==> config.mk <==
export PLATFORM = sky130hd
export DESIGN_NAME = surfturf_top
export DESIGN_NICKNAME = d
export VERILOG_FILES = /design/src/logic/surfturf_pkg.sv /design/src/logic/cmd_stage_if.sv /design/src/logic/turf_cmd_align.sv /design/src/logic/turfio_cmd_splice.sv /design/src/logic/surf_cmd_fanout.sv /design/src/logic/surfturf_regs.sv /design/src/logic/surfturf_top.sv
export SDC_FILE = /design/constraint.sdc
export NUM_CORES = 1
export LEC_CHECK = 0
export BUFFER_PORTS_ARGS = -buffer_cell sky130_fd_sc_hd__buf_4
export CORE_ASPECT_RATIO = 0.8
export CORE_MARGIN = 1
export CORE_UTILIZATION = 50
export CTS_BUF_LIST = sky130_fd_sc_hd__clkbuf_8
export CTS_CLUSTER_DIAMETER = 100
export DETAILED_ROUTE_END_ITERATION = 16
export GPL_TIMING_DRIVEN = 0
export PLACE_DENSITY = 0.75
export SLEW_MARGIN = 30
export SYNTH_ARGS = -nofsm -noshare
export SYNTH_HDL_FRONTEND = slang
export SYNTH_SLANG_ARGS = --single-unit
==> constraint.sdc <==
create_clock -name sysclk_i -period 2.8 [get_ports sysclk_i]
set_input_delay 0.14 -clock sysclk_i [delete_from_list [all_inputs] [get_ports sysclk_i]]
set_output_delay 0.14 -clock sysclk_i [all_outputs]
set_load 0.005 [all_outputs]
==> src/logic/surfturf_pkg.sv <==
package surfturf_pkg;

    // widths that carry a meaning
    typedef logic [31:0] cmd_word_t;
    typedef logic [1:0]  runcmd_t;
    typedef logic [14:0] trig_t;
    typedef logic [7:0]  fw_byte_t;
    typedef logic [6:0]  surf_mask_t;

    // number of downstream digitizer links
    localparam int NUM_SURFS = 7;

    // command field positions, bits 6:1 are reserved and pass through
    localparam int CMD_RUN_LSB  = 30;
    localparam int CMD_TRIG_LSB = 15;
    localparam int CMD_FW_LSB   = 7;
    localparam int CMD_PPS_BIT  = 0;

    // side-channel selector carried on tuser
    typedef enum logic [1:0] {
        SEL_RUNCMD  = 2'd0,
        SEL_FW      = 2'd1,
        SEL_TRIG_LO = 2'd2,
        SEL_TRIG_HI = 2'd3
    } mode1_sel_t;

    // lock machine of the alignment stage
    typedef enum logic [1:0] {
        ST_HUNT   = 2'd0,
        ST_COUNT  = 2'd1,
        ST_LOCKED = 2'd2
    } align_state_t;

    // register word addresses
    localparam logic [3:0] REG_CONTROL      = 4'd0;
    localparam logic [3:0] REG_STATUS       = 4'd1;
    localparam logic [3:0] REG_CMD_COUNT    = 4'd2;
    localparam logic [3:0] REG_SPLICE_COUNT = 4'd3;

endpackage

==> src/logic/cmd_stage_if.sv <==
interface cmd_stage_if;
    import surfturf_pkg::*;

    // command word, valid for one cycle per command
    cmd_word_t cmd;
    logic      valid;
    // lock level of the upstream aligner
    logic      locked;
    // forwarded sync pulse
    logic      sync;

    // no back-pressure, the upstream stage drives everything
    modport src (
        output cmd,
        output valid,
        output locked,
        output sync
    );

    modport dst (
        input cmd,
        input valid,
        input locked,
        input sync
    );

endinterface

==> src/logic/turf_cmd_align.sv <==
module turf_cmd_align #(
    parameter surfturf_pkg::cmd_word_t TRAIN_SEQUENCE = 32'hA55A6996,
    parameter int LOCK_COUNT = 4
) (
    input  logic                    sysclk_i,
    input  logic                    rst_n_i,
    input  surfturf_pkg::cmd_word_t rx_word_i,
    input  logic                    rx_valid_i,
    input  logic                    sync_i,
    input  logic                    relock_i,
    cmd_stage_if.src                out_o
);
    import surfturf_pkg::*;

    localparam int CNT_W = $clog2(LOCK_COUNT + 1);

    align_state_t     state_q;
    logic [CNT_W-1:0] count_q;
    logic             is_train;

    assign is_train = (rx_word_i == TRAIN_SEQUENCE);

    // lock level comes straight off the state register
    assign out_o.locked = (state_q == ST_LOCKED);

    always_ff @(posedge sysclk_i or negedge rst_n_i) begin
        if (!rst_n_i) begin
            state_q     <= ST_HUNT;
            count_q     <= '0;
            out_o.valid <= 1'b0;
            out_o.sync  <= 1'b0;
        end else begin
            out_o.sync  <= sync_i;
            out_o.valid <= 1'b0;
            if (relock_i) begin
                state_q <= ST_HUNT;
                count_q <= '0;
            end else if (rx_valid_i) begin
                case (state_q)
                    ST_HUNT, ST_COUNT: begin
                        if (!is_train) begin
                            // run of training words broken
                            state_q <= ST_HUNT;
                            count_q <= '0;
                        end else if (count_q == CNT_W'(LOCK_COUNT - 1)) begin
                            state_q <= ST_LOCKED;
                            count_q <= '0;
                        end else begin
                            state_q <= ST_COUNT;
                            count_q <= count_q + 1'b1;
                        end
                    end
                    ST_LOCKED: begin
                        // training words are dropped once locked
                        out_o.valid <= !is_train;
                    end
                    default: begin
                        state_q <= ST_HUNT;
                        count_q <= '0;
                    end
                endcase
            end
        end
    end

    // command word register
    always_ff @(posedge sysclk_i) begin
        if (rx_valid_i) begin
            out_o.cmd <= rx_word_i;
        end
    end

    // a command never leaves without lock, relock included
    assert property (@(posedge sysclk_i) disable iff (!rst_n_i)
        out_o.valid |-> out_o.locked);

endmodule

==> src/logic/turfio_cmd_splice.sv <==
module turfio_cmd_splice (
    input  logic                     sysclk_i,
    input  logic                     rst_n_i,
    cmd_stage_if.dst                 in_i,
    cmd_stage_if.src                 out_o,
    input  surfturf_pkg::fw_byte_t   mode1_tdata_i,
    input  surfturf_pkg::mode1_sel_t mode1_tuser_i,
    input  logic                     mode1_tvalid_i,
    input  logic                     tfio_pps_i,
    input  logic                     use_tfio_pps_i,
    output logic                     splice_o
);
    import surfturf_pkg::*;

    // pending local fields
    runcmd_t   run_q;
    fw_byte_t  fw_q;
    logic [7:0] trig_lo_q;
    logic [6:0] trig_hi_q;
    logic      run_armed_q;
    logic      fw_armed_q;
    logic      trig_armed_q;
    logic      pps_flag_q;
    cmd_word_t spliced;
    logic      any_field;

    always_comb begin
        spliced = in_i.cmd;
        if (run_armed_q) begin
            spliced[CMD_RUN_LSB +: $bits(runcmd_t)] = run_q;
        end
        if (trig_armed_q) begin
            spliced[CMD_TRIG_LSB +: $bits(trig_t)] = trig_t'({trig_hi_q, trig_lo_q});
        end
        if (fw_armed_q) begin
            spliced[CMD_FW_LSB +: $bits(fw_byte_t)] = fw_q;
        end
        // local pps owns bit 0 only when selected
        if (use_tfio_pps_i) begin
            spliced[CMD_PPS_BIT] = pps_flag_q;
        end
    end

    // pps alone does not count as a splice
    assign any_field = run_armed_q | fw_armed_q | trig_armed_q;

    always_ff @(posedge sysclk_i or negedge rst_n_i) begin
        if (!rst_n_i) begin
            run_armed_q  <= 1'b0;
            fw_armed_q   <= 1'b0;
            trig_armed_q <= 1'b0;
            pps_flag_q   <= 1'b0;
            out_o.valid  <= 1'b0;
            out_o.locked <= 1'b0;
            out_o.sync   <= 1'b0;
            splice_o     <= 1'b0;
        end else begin
            out_o.valid  <= in_i.valid;
            out_o.locked <= in_i.locked;
            out_o.sync   <= in_i.sync;
            splice_o     <= in_i.valid & any_field;
            // a beat in the same cycle as a command stays pending for the next one
            if (in_i.valid) begin
                run_armed_q  <= 1'b0;
                fw_armed_q   <= 1'b0;
                trig_armed_q <= 1'b0;
            end
            if (mode1_tvalid_i) begin
                case (mode1_tuser_i)
                    SEL_RUNCMD:  run_armed_q  <= 1'b1;
                    SEL_FW:      fw_armed_q   <= 1'b1;
                    SEL_TRIG_HI: trig_armed_q <= 1'b1;
                    default: begin
                        // low trigger byte waits for the high byte
                    end
                endcase
            end
            if (!use_tfio_pps_i) begin
                pps_flag_q <= 1'b0;
            end else if (tfio_pps_i) begin
                pps_flag_q <= 1'b1;
            end else if (in_i.valid) begin
                pps_flag_q <= 1'b0;
            end
        end
    end

    // field payloads and the output word
    always_ff @(posedge sysclk_i) begin
        out_o.cmd <= spliced;
        if (mode1_tvalid_i) begin
            case (mode1_tuser_i)
                SEL_RUNCMD:  run_q     <= mode1_tdata_i[1:0];
                SEL_FW:      fw_q      <= mode1_tdata_i;
                SEL_TRIG_LO: trig_lo_q <= mode1_tdata_i;
                SEL_TRIG_HI: trig_hi_q <= mode1_tdata_i[6:0];
            endcase
        end
    end

    assert property (@(posedge sysclk_i) disable iff (!rst_n_i)
        mode1_tvalid_i |-> !$isunknown(mode1_tuser_i));

endmodule

==> src/logic/surf_cmd_fanout.sv <==
module surf_cmd_fanout (
    input  logic                     sysclk_i,
    input  logic                     rst_n_i,
    cmd_stage_if.dst                 in_i,
    input  surfturf_pkg::surf_mask_t surf_enable_i,
    output surfturf_pkg::cmd_word_t  surf_command_o,
    output surfturf_pkg::surf_mask_t surf_cmd_valid_o,
    output logic                     surf_sync_o
);
    import surfturf_pkg::*;

    surf_mask_t link_valid;

    // one strobe per link, gated by the enable mask
    assign link_valid = {NUM_SURFS{in_i.valid}} & surf_enable_i;

    always_ff @(posedge sysclk_i or negedge rst_n_i) begin
        if (!rst_n_i) begin
            surf_cmd_valid_o <= '0;
            surf_sync_o      <= 1'b0;
        end else begin
            surf_cmd_valid_o <= link_valid;
            surf_sync_o      <= in_i.sync;
        end
    end

    // all links share the same command word
    always_ff @(posedge sysclk_i) begin
        surf_command_o <= in_i.cmd;
    end

    // lock travels one stage behind the aligner, strobes must still respect it
    assert property (@(posedge sysclk_i) disable iff (!rst_n_i)
        !in_i.locked |=> (surf_cmd_valid_o == '0));

endmodule

==> src/logic/surfturf_regs.sv <==
module surfturf_regs (
    input  logic                     sysclk_i,
    input  logic                     rst_n_i,
    input  logic                     wb_cyc_i,
    input  logic                     wb_stb_i,
    input  logic                     wb_we_i,
    input  logic [3:0]               wb_adr_i,
    input  logic [31:0]              wb_dat_i,
    output logic [31:0]              wb_dat_o,
    output logic                     wb_ack_o,
    input  logic                     locked_i,
    input  logic                     cmd_valid_i,
    input  logic                     splice_i,
    output surfturf_pkg::surf_mask_t surf_enable_o,
    output logic                     use_tfio_pps_o,
    output logic                     relock_o
);
    import surfturf_pkg::*;

    logic        req;
    logic        ctrl_wr;
    logic [31:0] cmd_count_q;
    logic [31:0] splice_count_q;
    logic [31:0] rd_data;

    // a new request is one that has not been acked yet
    assign req     = wb_cyc_i & wb_stb_i & ~wb_ack_o;
    assign ctrl_wr = req & wb_we_i & (wb_adr_i == REG_CONTROL);

    always_comb begin
        case (wb_adr_i)
            REG_CONTROL:      rd_data = {24'd0, use_tfio_pps_o, surf_enable_o};
            REG_STATUS:       rd_data = {31'd0, locked_i};
            REG_CMD_COUNT:    rd_data = cmd_count_q;
            REG_SPLICE_COUNT: rd_data = splice_count_q;
            default:          rd_data = 32'd0;
        endcase
    end

    // ack and control fields
    always_ff @(posedge sysclk_i or negedge rst_n_i) begin
        if (!rst_n_i) begin
            wb_ack_o       <= 1'b0;
            surf_enable_o  <= '0;
            use_tfio_pps_o <= 1'b0;
            relock_o       <= 1'b0;
        end else begin
            wb_ack_o <= req;
            // relock is a strobe that never reads back
            relock_o <= ctrl_wr & wb_dat_i[8];
            if (ctrl_wr) begin
                surf_enable_o  <= wb_dat_i[6:0];
                use_tfio_pps_o <= wb_dat_i[7];
            end
        end
    end

    // read data is captured with the request and held through ack
    always_ff @(posedge sysclk_i) begin
        if (req) begin
            wb_dat_o <= rd_data;
        end
    end

    // counters clear on relock
    always_ff @(posedge sysclk_i or negedge rst_n_i) begin
        if (!rst_n_i) begin
            cmd_count_q    <= '0;
            splice_count_q <= '0;
        end else if (relock_o) begin
            cmd_count_q    <= '0;
            splice_count_q <= '0;
        end else begin
            if (cmd_valid_i) begin
                cmd_count_q <= cmd_count_q + 32'd1;
            end
            if (splice_i) begin
                splice_count_q <= splice_count_q + 32'd1;
            end
        end
    end

    // a held strobe must not produce back-to-back acks
    assert property (@(posedge sysclk_i) disable iff (!rst_n_i)
        wb_ack_o |=> !wb_ack_o);

endmodule

==> src/logic/surfturf_top.sv <==
module surfturf_top #(
    parameter surfturf_pkg::cmd_word_t TRAIN_SEQUENCE = 32'hA55A6996,
    parameter int LOCK_COUNT = 4
) (
    input  logic                     sysclk_i,
    input  logic                     rst_n_i,
    // upstream command stream
    input  surfturf_pkg::cmd_word_t  rx_word_i,
    input  logic                     rx_valid_i,
    input  logic                     sync_i,
    // side channel and local pps
    input  surfturf_pkg::fw_byte_t   mode1_tdata_i,
    input  surfturf_pkg::mode1_sel_t mode1_tuser_i,
    input  logic                     mode1_tvalid_i,
    input  logic                     tfio_pps_i,
    // register bus
    input  logic                     wb_cyc_i,
    input  logic                     wb_stb_i,
    input  logic                     wb_we_i,
    input  logic [3:0]               wb_adr_i,
    input  logic [31:0]              wb_dat_i,
    output logic [31:0]              wb_dat_o,
    output logic                     wb_ack_o,
    // downstream links
    output logic                     command_locked_o,
    output surfturf_pkg::cmd_word_t  surf_command_o,
    output surfturf_pkg::surf_mask_t surf_cmd_valid_o,
    output logic                     surf_sync_o
);
    import surfturf_pkg::*;

    cmd_stage_if align_if ();
    cmd_stage_if splice_if ();

    surf_mask_t surf_enable;
    logic       use_tfio_pps;
    logic       relock;
    logic       splice;

    assign command_locked_o = align_if.locked;

    turf_cmd_align #(
        .TRAIN_SEQUENCE(TRAIN_SEQUENCE),
        .LOCK_COUNT    (LOCK_COUNT)
    ) u_align (
        .sysclk_i  (sysclk_i),
        .rst_n_i   (rst_n_i),
        .rx_word_i (rx_word_i),
        .rx_valid_i(rx_valid_i),
        .sync_i    (sync_i),
        .relock_i  (relock),
        .out_o     (align_if.src)
    );

    turfio_cmd_splice u_splice (
        .sysclk_i      (sysclk_i),
        .rst_n_i       (rst_n_i),
        .in_i          (align_if.dst),
        .out_o         (splice_if.src),
        .mode1_tdata_i (mode1_tdata_i),
        .mode1_tuser_i (mode1_tuser_i),
        .mode1_tvalid_i(mode1_tvalid_i),
        .tfio_pps_i    (tfio_pps_i),
        .use_tfio_pps_i(use_tfio_pps),
        .splice_o      (splice)
    );

    surf_cmd_fanout u_fanout (
        .sysclk_i        (sysclk_i),
        .rst_n_i         (rst_n_i),
        .in_i            (splice_if.dst),
        .surf_enable_i   (surf_enable),
        .surf_command_o  (surf_command_o),
        .surf_cmd_valid_o(surf_cmd_valid_o),
        .surf_sync_o     (surf_sync_o)
    );

    // command counter watches commands leaving the aligner
    surfturf_regs u_regs (
        .sysclk_i      (sysclk_i),
        .rst_n_i       (rst_n_i),
        .wb_cyc_i      (wb_cyc_i),
        .wb_stb_i      (wb_stb_i),
        .wb_we_i       (wb_we_i),
        .wb_adr_i      (wb_adr_i),
        .wb_dat_i      (wb_dat_i),
        .wb_dat_o      (wb_dat_o),
        .wb_ack_o      (wb_ack_o),
        .locked_i      (align_if.locked),
        .cmd_valid_i   (align_if.valid),
        .splice_i      (splice),
        .surf_enable_o (surf_enable),
        .use_tfio_pps_o(use_tfio_pps),
        .relock_o      (relock)
    );

endmodule

==> metrics.md <==
| Metric | Value |
|---|---|
| Antenna Cells | 0 |
| Cts bufs inserted | 38 |
| Share of cells above drive strength 1 | 0.2515 |
| Syn Nets | slightly above 800 |
| Reg2reg setup slack | 0.34 ns |
| Critical Path Max Stage Delay | 0.62 ns |
| Core Area | roughly 18000 µm² |
| RSZ-0062 raised after global routing | no |
| Worst-path cell chain | dlygate4sd3_1, buf_4, nand2_1, dlygate4sd3_1, nor2_4, buf_16, nand4b_1, nor3b_1, dlygate4sd3_1 |
| GP Congestion | ~0.85 |
| HPWL Detailed | ~14 mm |
| First-pass GRT wire length | roughly 34 mm |
| Library cells used by synthesis | 47 |
| Hold_buf cts | 57 |
| Layout Skew | between 0.02 and 0.03 ns |
| Synth Warn # | 0 |
| Outcome | finished, final reports clean |
| Worst IR Drop VDD | roughly 0.43 mV |
| Site row count | 44 |
| Seq/Total Area, Yosys | 0.6720 |
| Area growth from synthesis to layout | 28.26% |
| Vias/cell | roughly 5.4 |
| Number of global-route vias before repair | ~6500 |
| GR met3 Demand/Resource | 0.05130 |
| Tcrit/Tclk final | 0.9480 |
| Clock slew seen by the registers of the worst setup and hold paths | around 0.070 ns |
| Worst path depth | 9 |
| Seq cells post-synth | ~250 |
| Avg Cell Area, Syn | between 10 and 15 µm² |
| Post-layout min period | 2.654 ns |
| Io pins | between 150 and 200 |
| Synth Flop Type | dfrtp_1 |
| GRT Total Usage | 0.2259 |
| Critical path class | in2reg |
| Crit path max-delay family | buffers and inverters |
| Worst Path Arrival | just over 3 ns |
| Crit end category | flip-flop |
| GRT overflow | 0 |
| Buf/Inv on CP | 5 |
| Clk root buf | clkbuf_8 |
| Die height | roughly 130 µm |
| Fmax | between 300 and 400 MHz |
| Busiest layer in global routing | met2 |
| Fin. Hold Viols | 0 |
| Die area | just under 20000 µm² |
| Postcts setup bufs | 0 |
| # nets final | between 1000 and 1500 |
| Worst-Margin Slew | between 0.7 and 0.8 ns |
| Critical Path End | u_regs.relock_o |
| Power Dens Cells | about 590 nW/µm² |
| Critical Path RT | approximately 3.3 ns |
| Vias | about 6700 |
| M1 GR Usage | 0.3249 |
| Most common cell on crit path | dlygate4sd3_1 |
| Initial antenna violation count | 0 |
| Antenna viol nets, final | 0 |
| Final TNS setup | 0 ns |
| DR WL/cell | roughly 17 µm |
| Mapped cell area | 9458 µm² |
| Worst r2r dst | u_regs.splice_count_q[25] |
| Clk_lat worst skew | 0.53 ns |
| Final setup viols | 0 |
| Register Area | 6356 µm² |
| Critical-path top delay cell | dlygate4sd3_1 |
| Reg2reg path depth | 6 |
| Fill cell count | around 1300 |
| H-tree depth | 2 |
| CP Launch Type | input port |
| Top cell type's share of synthesized area | 0.2826 |
| EDFF count, synth | just under 90 |
| Multi-input logic area | about 2900 µm² |
| GR Util met2 | 0.3395 |
| # DRC | 0 |
| CTS tree | yes |
| CTS Buffer Depth | 3 |
| Chip width | around 160 µm |
| Total Routed Length | approximately 21 mm |
| Setup crit start | wb_stb_i |
| Post-layout util | 0.6617 |
| HP Class | in2reg |
| Crit path max fanout | 21 |
| PortBufs | about 140 |
| Max-cap viol count | 0 |
| Asr flop ratio synth | 0.3855 |
| Largest net degree at the start of global routing | between 90 and 100 |
| Synth area leader | edfxtp_1 |
| Pre-Repair DR Iteration Count | 5 |
| Max-slew headroom | 0.4743 |
| Clk sinks | 249 |
| Slew Viols, Final | 0 |
| FF-to-FF Start | u_splice.splice_o |
| Post-CTS Resized | 0 |
| Initial Utilization | 0.5159 |
| Leakage | 5.043 nW |
| Synth top area cells | edfxtp_1 28%, dfrtp_1 25%, dfxtp_1 14% |
| Cells after Synth | just over 700 |
| Initial DRC Count | just over 500 |
## where the power goes
part           switching, mW  internal, mW  total, mW
clock network           1.38          1.46       2.84
registers             0.0491          3.91       3.96
logic                  0.161         0.207      0.368
total                   1.59          5.58       7.17
## layer usage
layer | vias up | wire (µm)
li1 | 3162 | -
met1 | 3259 | 9771
met2 | 232 | 9655
met3 | 40 | 1498
met4 | 0 | 458
met5 | - | 0
## synth_stat cells, drive strengths merged, types with 6 or more instances
cell and n:
a21oi 46, a22oi 7, and2 9, and3 11
and4 8, buf 13, clkbuf 17, dfrtp 96
dfxtp 64, edfxtp 89, inv 13, mux2 40
mux2i 26, nand2 31, nand3 16, nand4 21
nor2 58, nor4 6, nor4bb 8, o21ai 20
o31ai 20, o41ai 6, or2 6, or3 20
or4 24, xnor2 9, xor2 9
## layout by cell type (no fill, tap or decap), types with 20 or more instances in the layout
cell type and n:
buf_4 135, dfrtp_1 96, edfxtp_1 89, dfxtp_1 64, nor2_1 57, dlygate4sd3_1 57
a21oi_1 46, clkbuf_8 42, mux2_2 40, nand2_1 31, inv_1 30, mux2i_1 26
or4_1 23, o21ai_0 20, o31ai_1 20
## area by class of cell
class,count,share of cell area
sequential,249,0.5240
multi-input combinational,426,0.2420
timing repair buffer,194,0.1340
clock buffer,41,0.04652
tap,253,0.02610
clock inverter,29,0.01310
buffer,30,0.01031
inverter,13,0.004023
## sequential cells by signal, indices dropped and copies added, names as in the netlist, 8 cells and up
name	cells
u_regs.wb_dat_o	32
u_splice.out_o.cmd	32
u_splice.trig_lo_q	8
u_regs.splice_count_q	32
u_fanout.surf_command_o	32
u_splice.fw_q	8
u_regs.cmd_count_q	32
u_align.out_o.cmd	32
## through the flow
stage | power [mW] | setup WS [ns] | cell area [µm²] | hold WS [ns] | instances
after floorplan | 4.111 | 0.5075 | 9460 | -0.1556 | 718
after global placement | 4.322 | -0.03999 | 10800 | 0.2512 | 1107
after detailed placement | 4.340 | 0.3819 | 10830 | 0.2548 | 1108
after CTS | 7.237 | 0.1928 | 12130 | 0.04395 | 1235
after global routing | 7.460 | 0.03036 | 12130 | 0.07874 | 1235
final | 7.169 | 0.1457 | 12130 | 0.08488 | 1235
## worst min path at each step
stage,slack [ns],endpoint,cells past startpoint,start
floorplan,-0.16,u_align.count_q[0],0,rst_n_i
global placement,0.25,u_align.out_o.sync,1,sync_i
detailed placement,0.25,u_align.out_o.sync,1,sync_i
CTS,0.04,u_regs.wb_dat_o[0],3,wb_adr_i[2]
global route,0.08,u_regs.wb_dat_o[0],3,wb_adr_i[2]
finish,0.08,u_splice.fw_q[1],2,mode1_tuser_i[1]
## cells by family after synthesis
group | after synthesis | share of synthesized area
compound gates | 105 | 0.06720
xor+xnor | 18 | 0.01667
fa+ha+maj | 3 | 0.003969
buf+inv | 43 | 0.01839
flops | 249 | 0.6720
mux | 67 | 0.07752
simple gates | 233 | 0.1442
No activity file was read; power rests on OpenSTA's default activity.
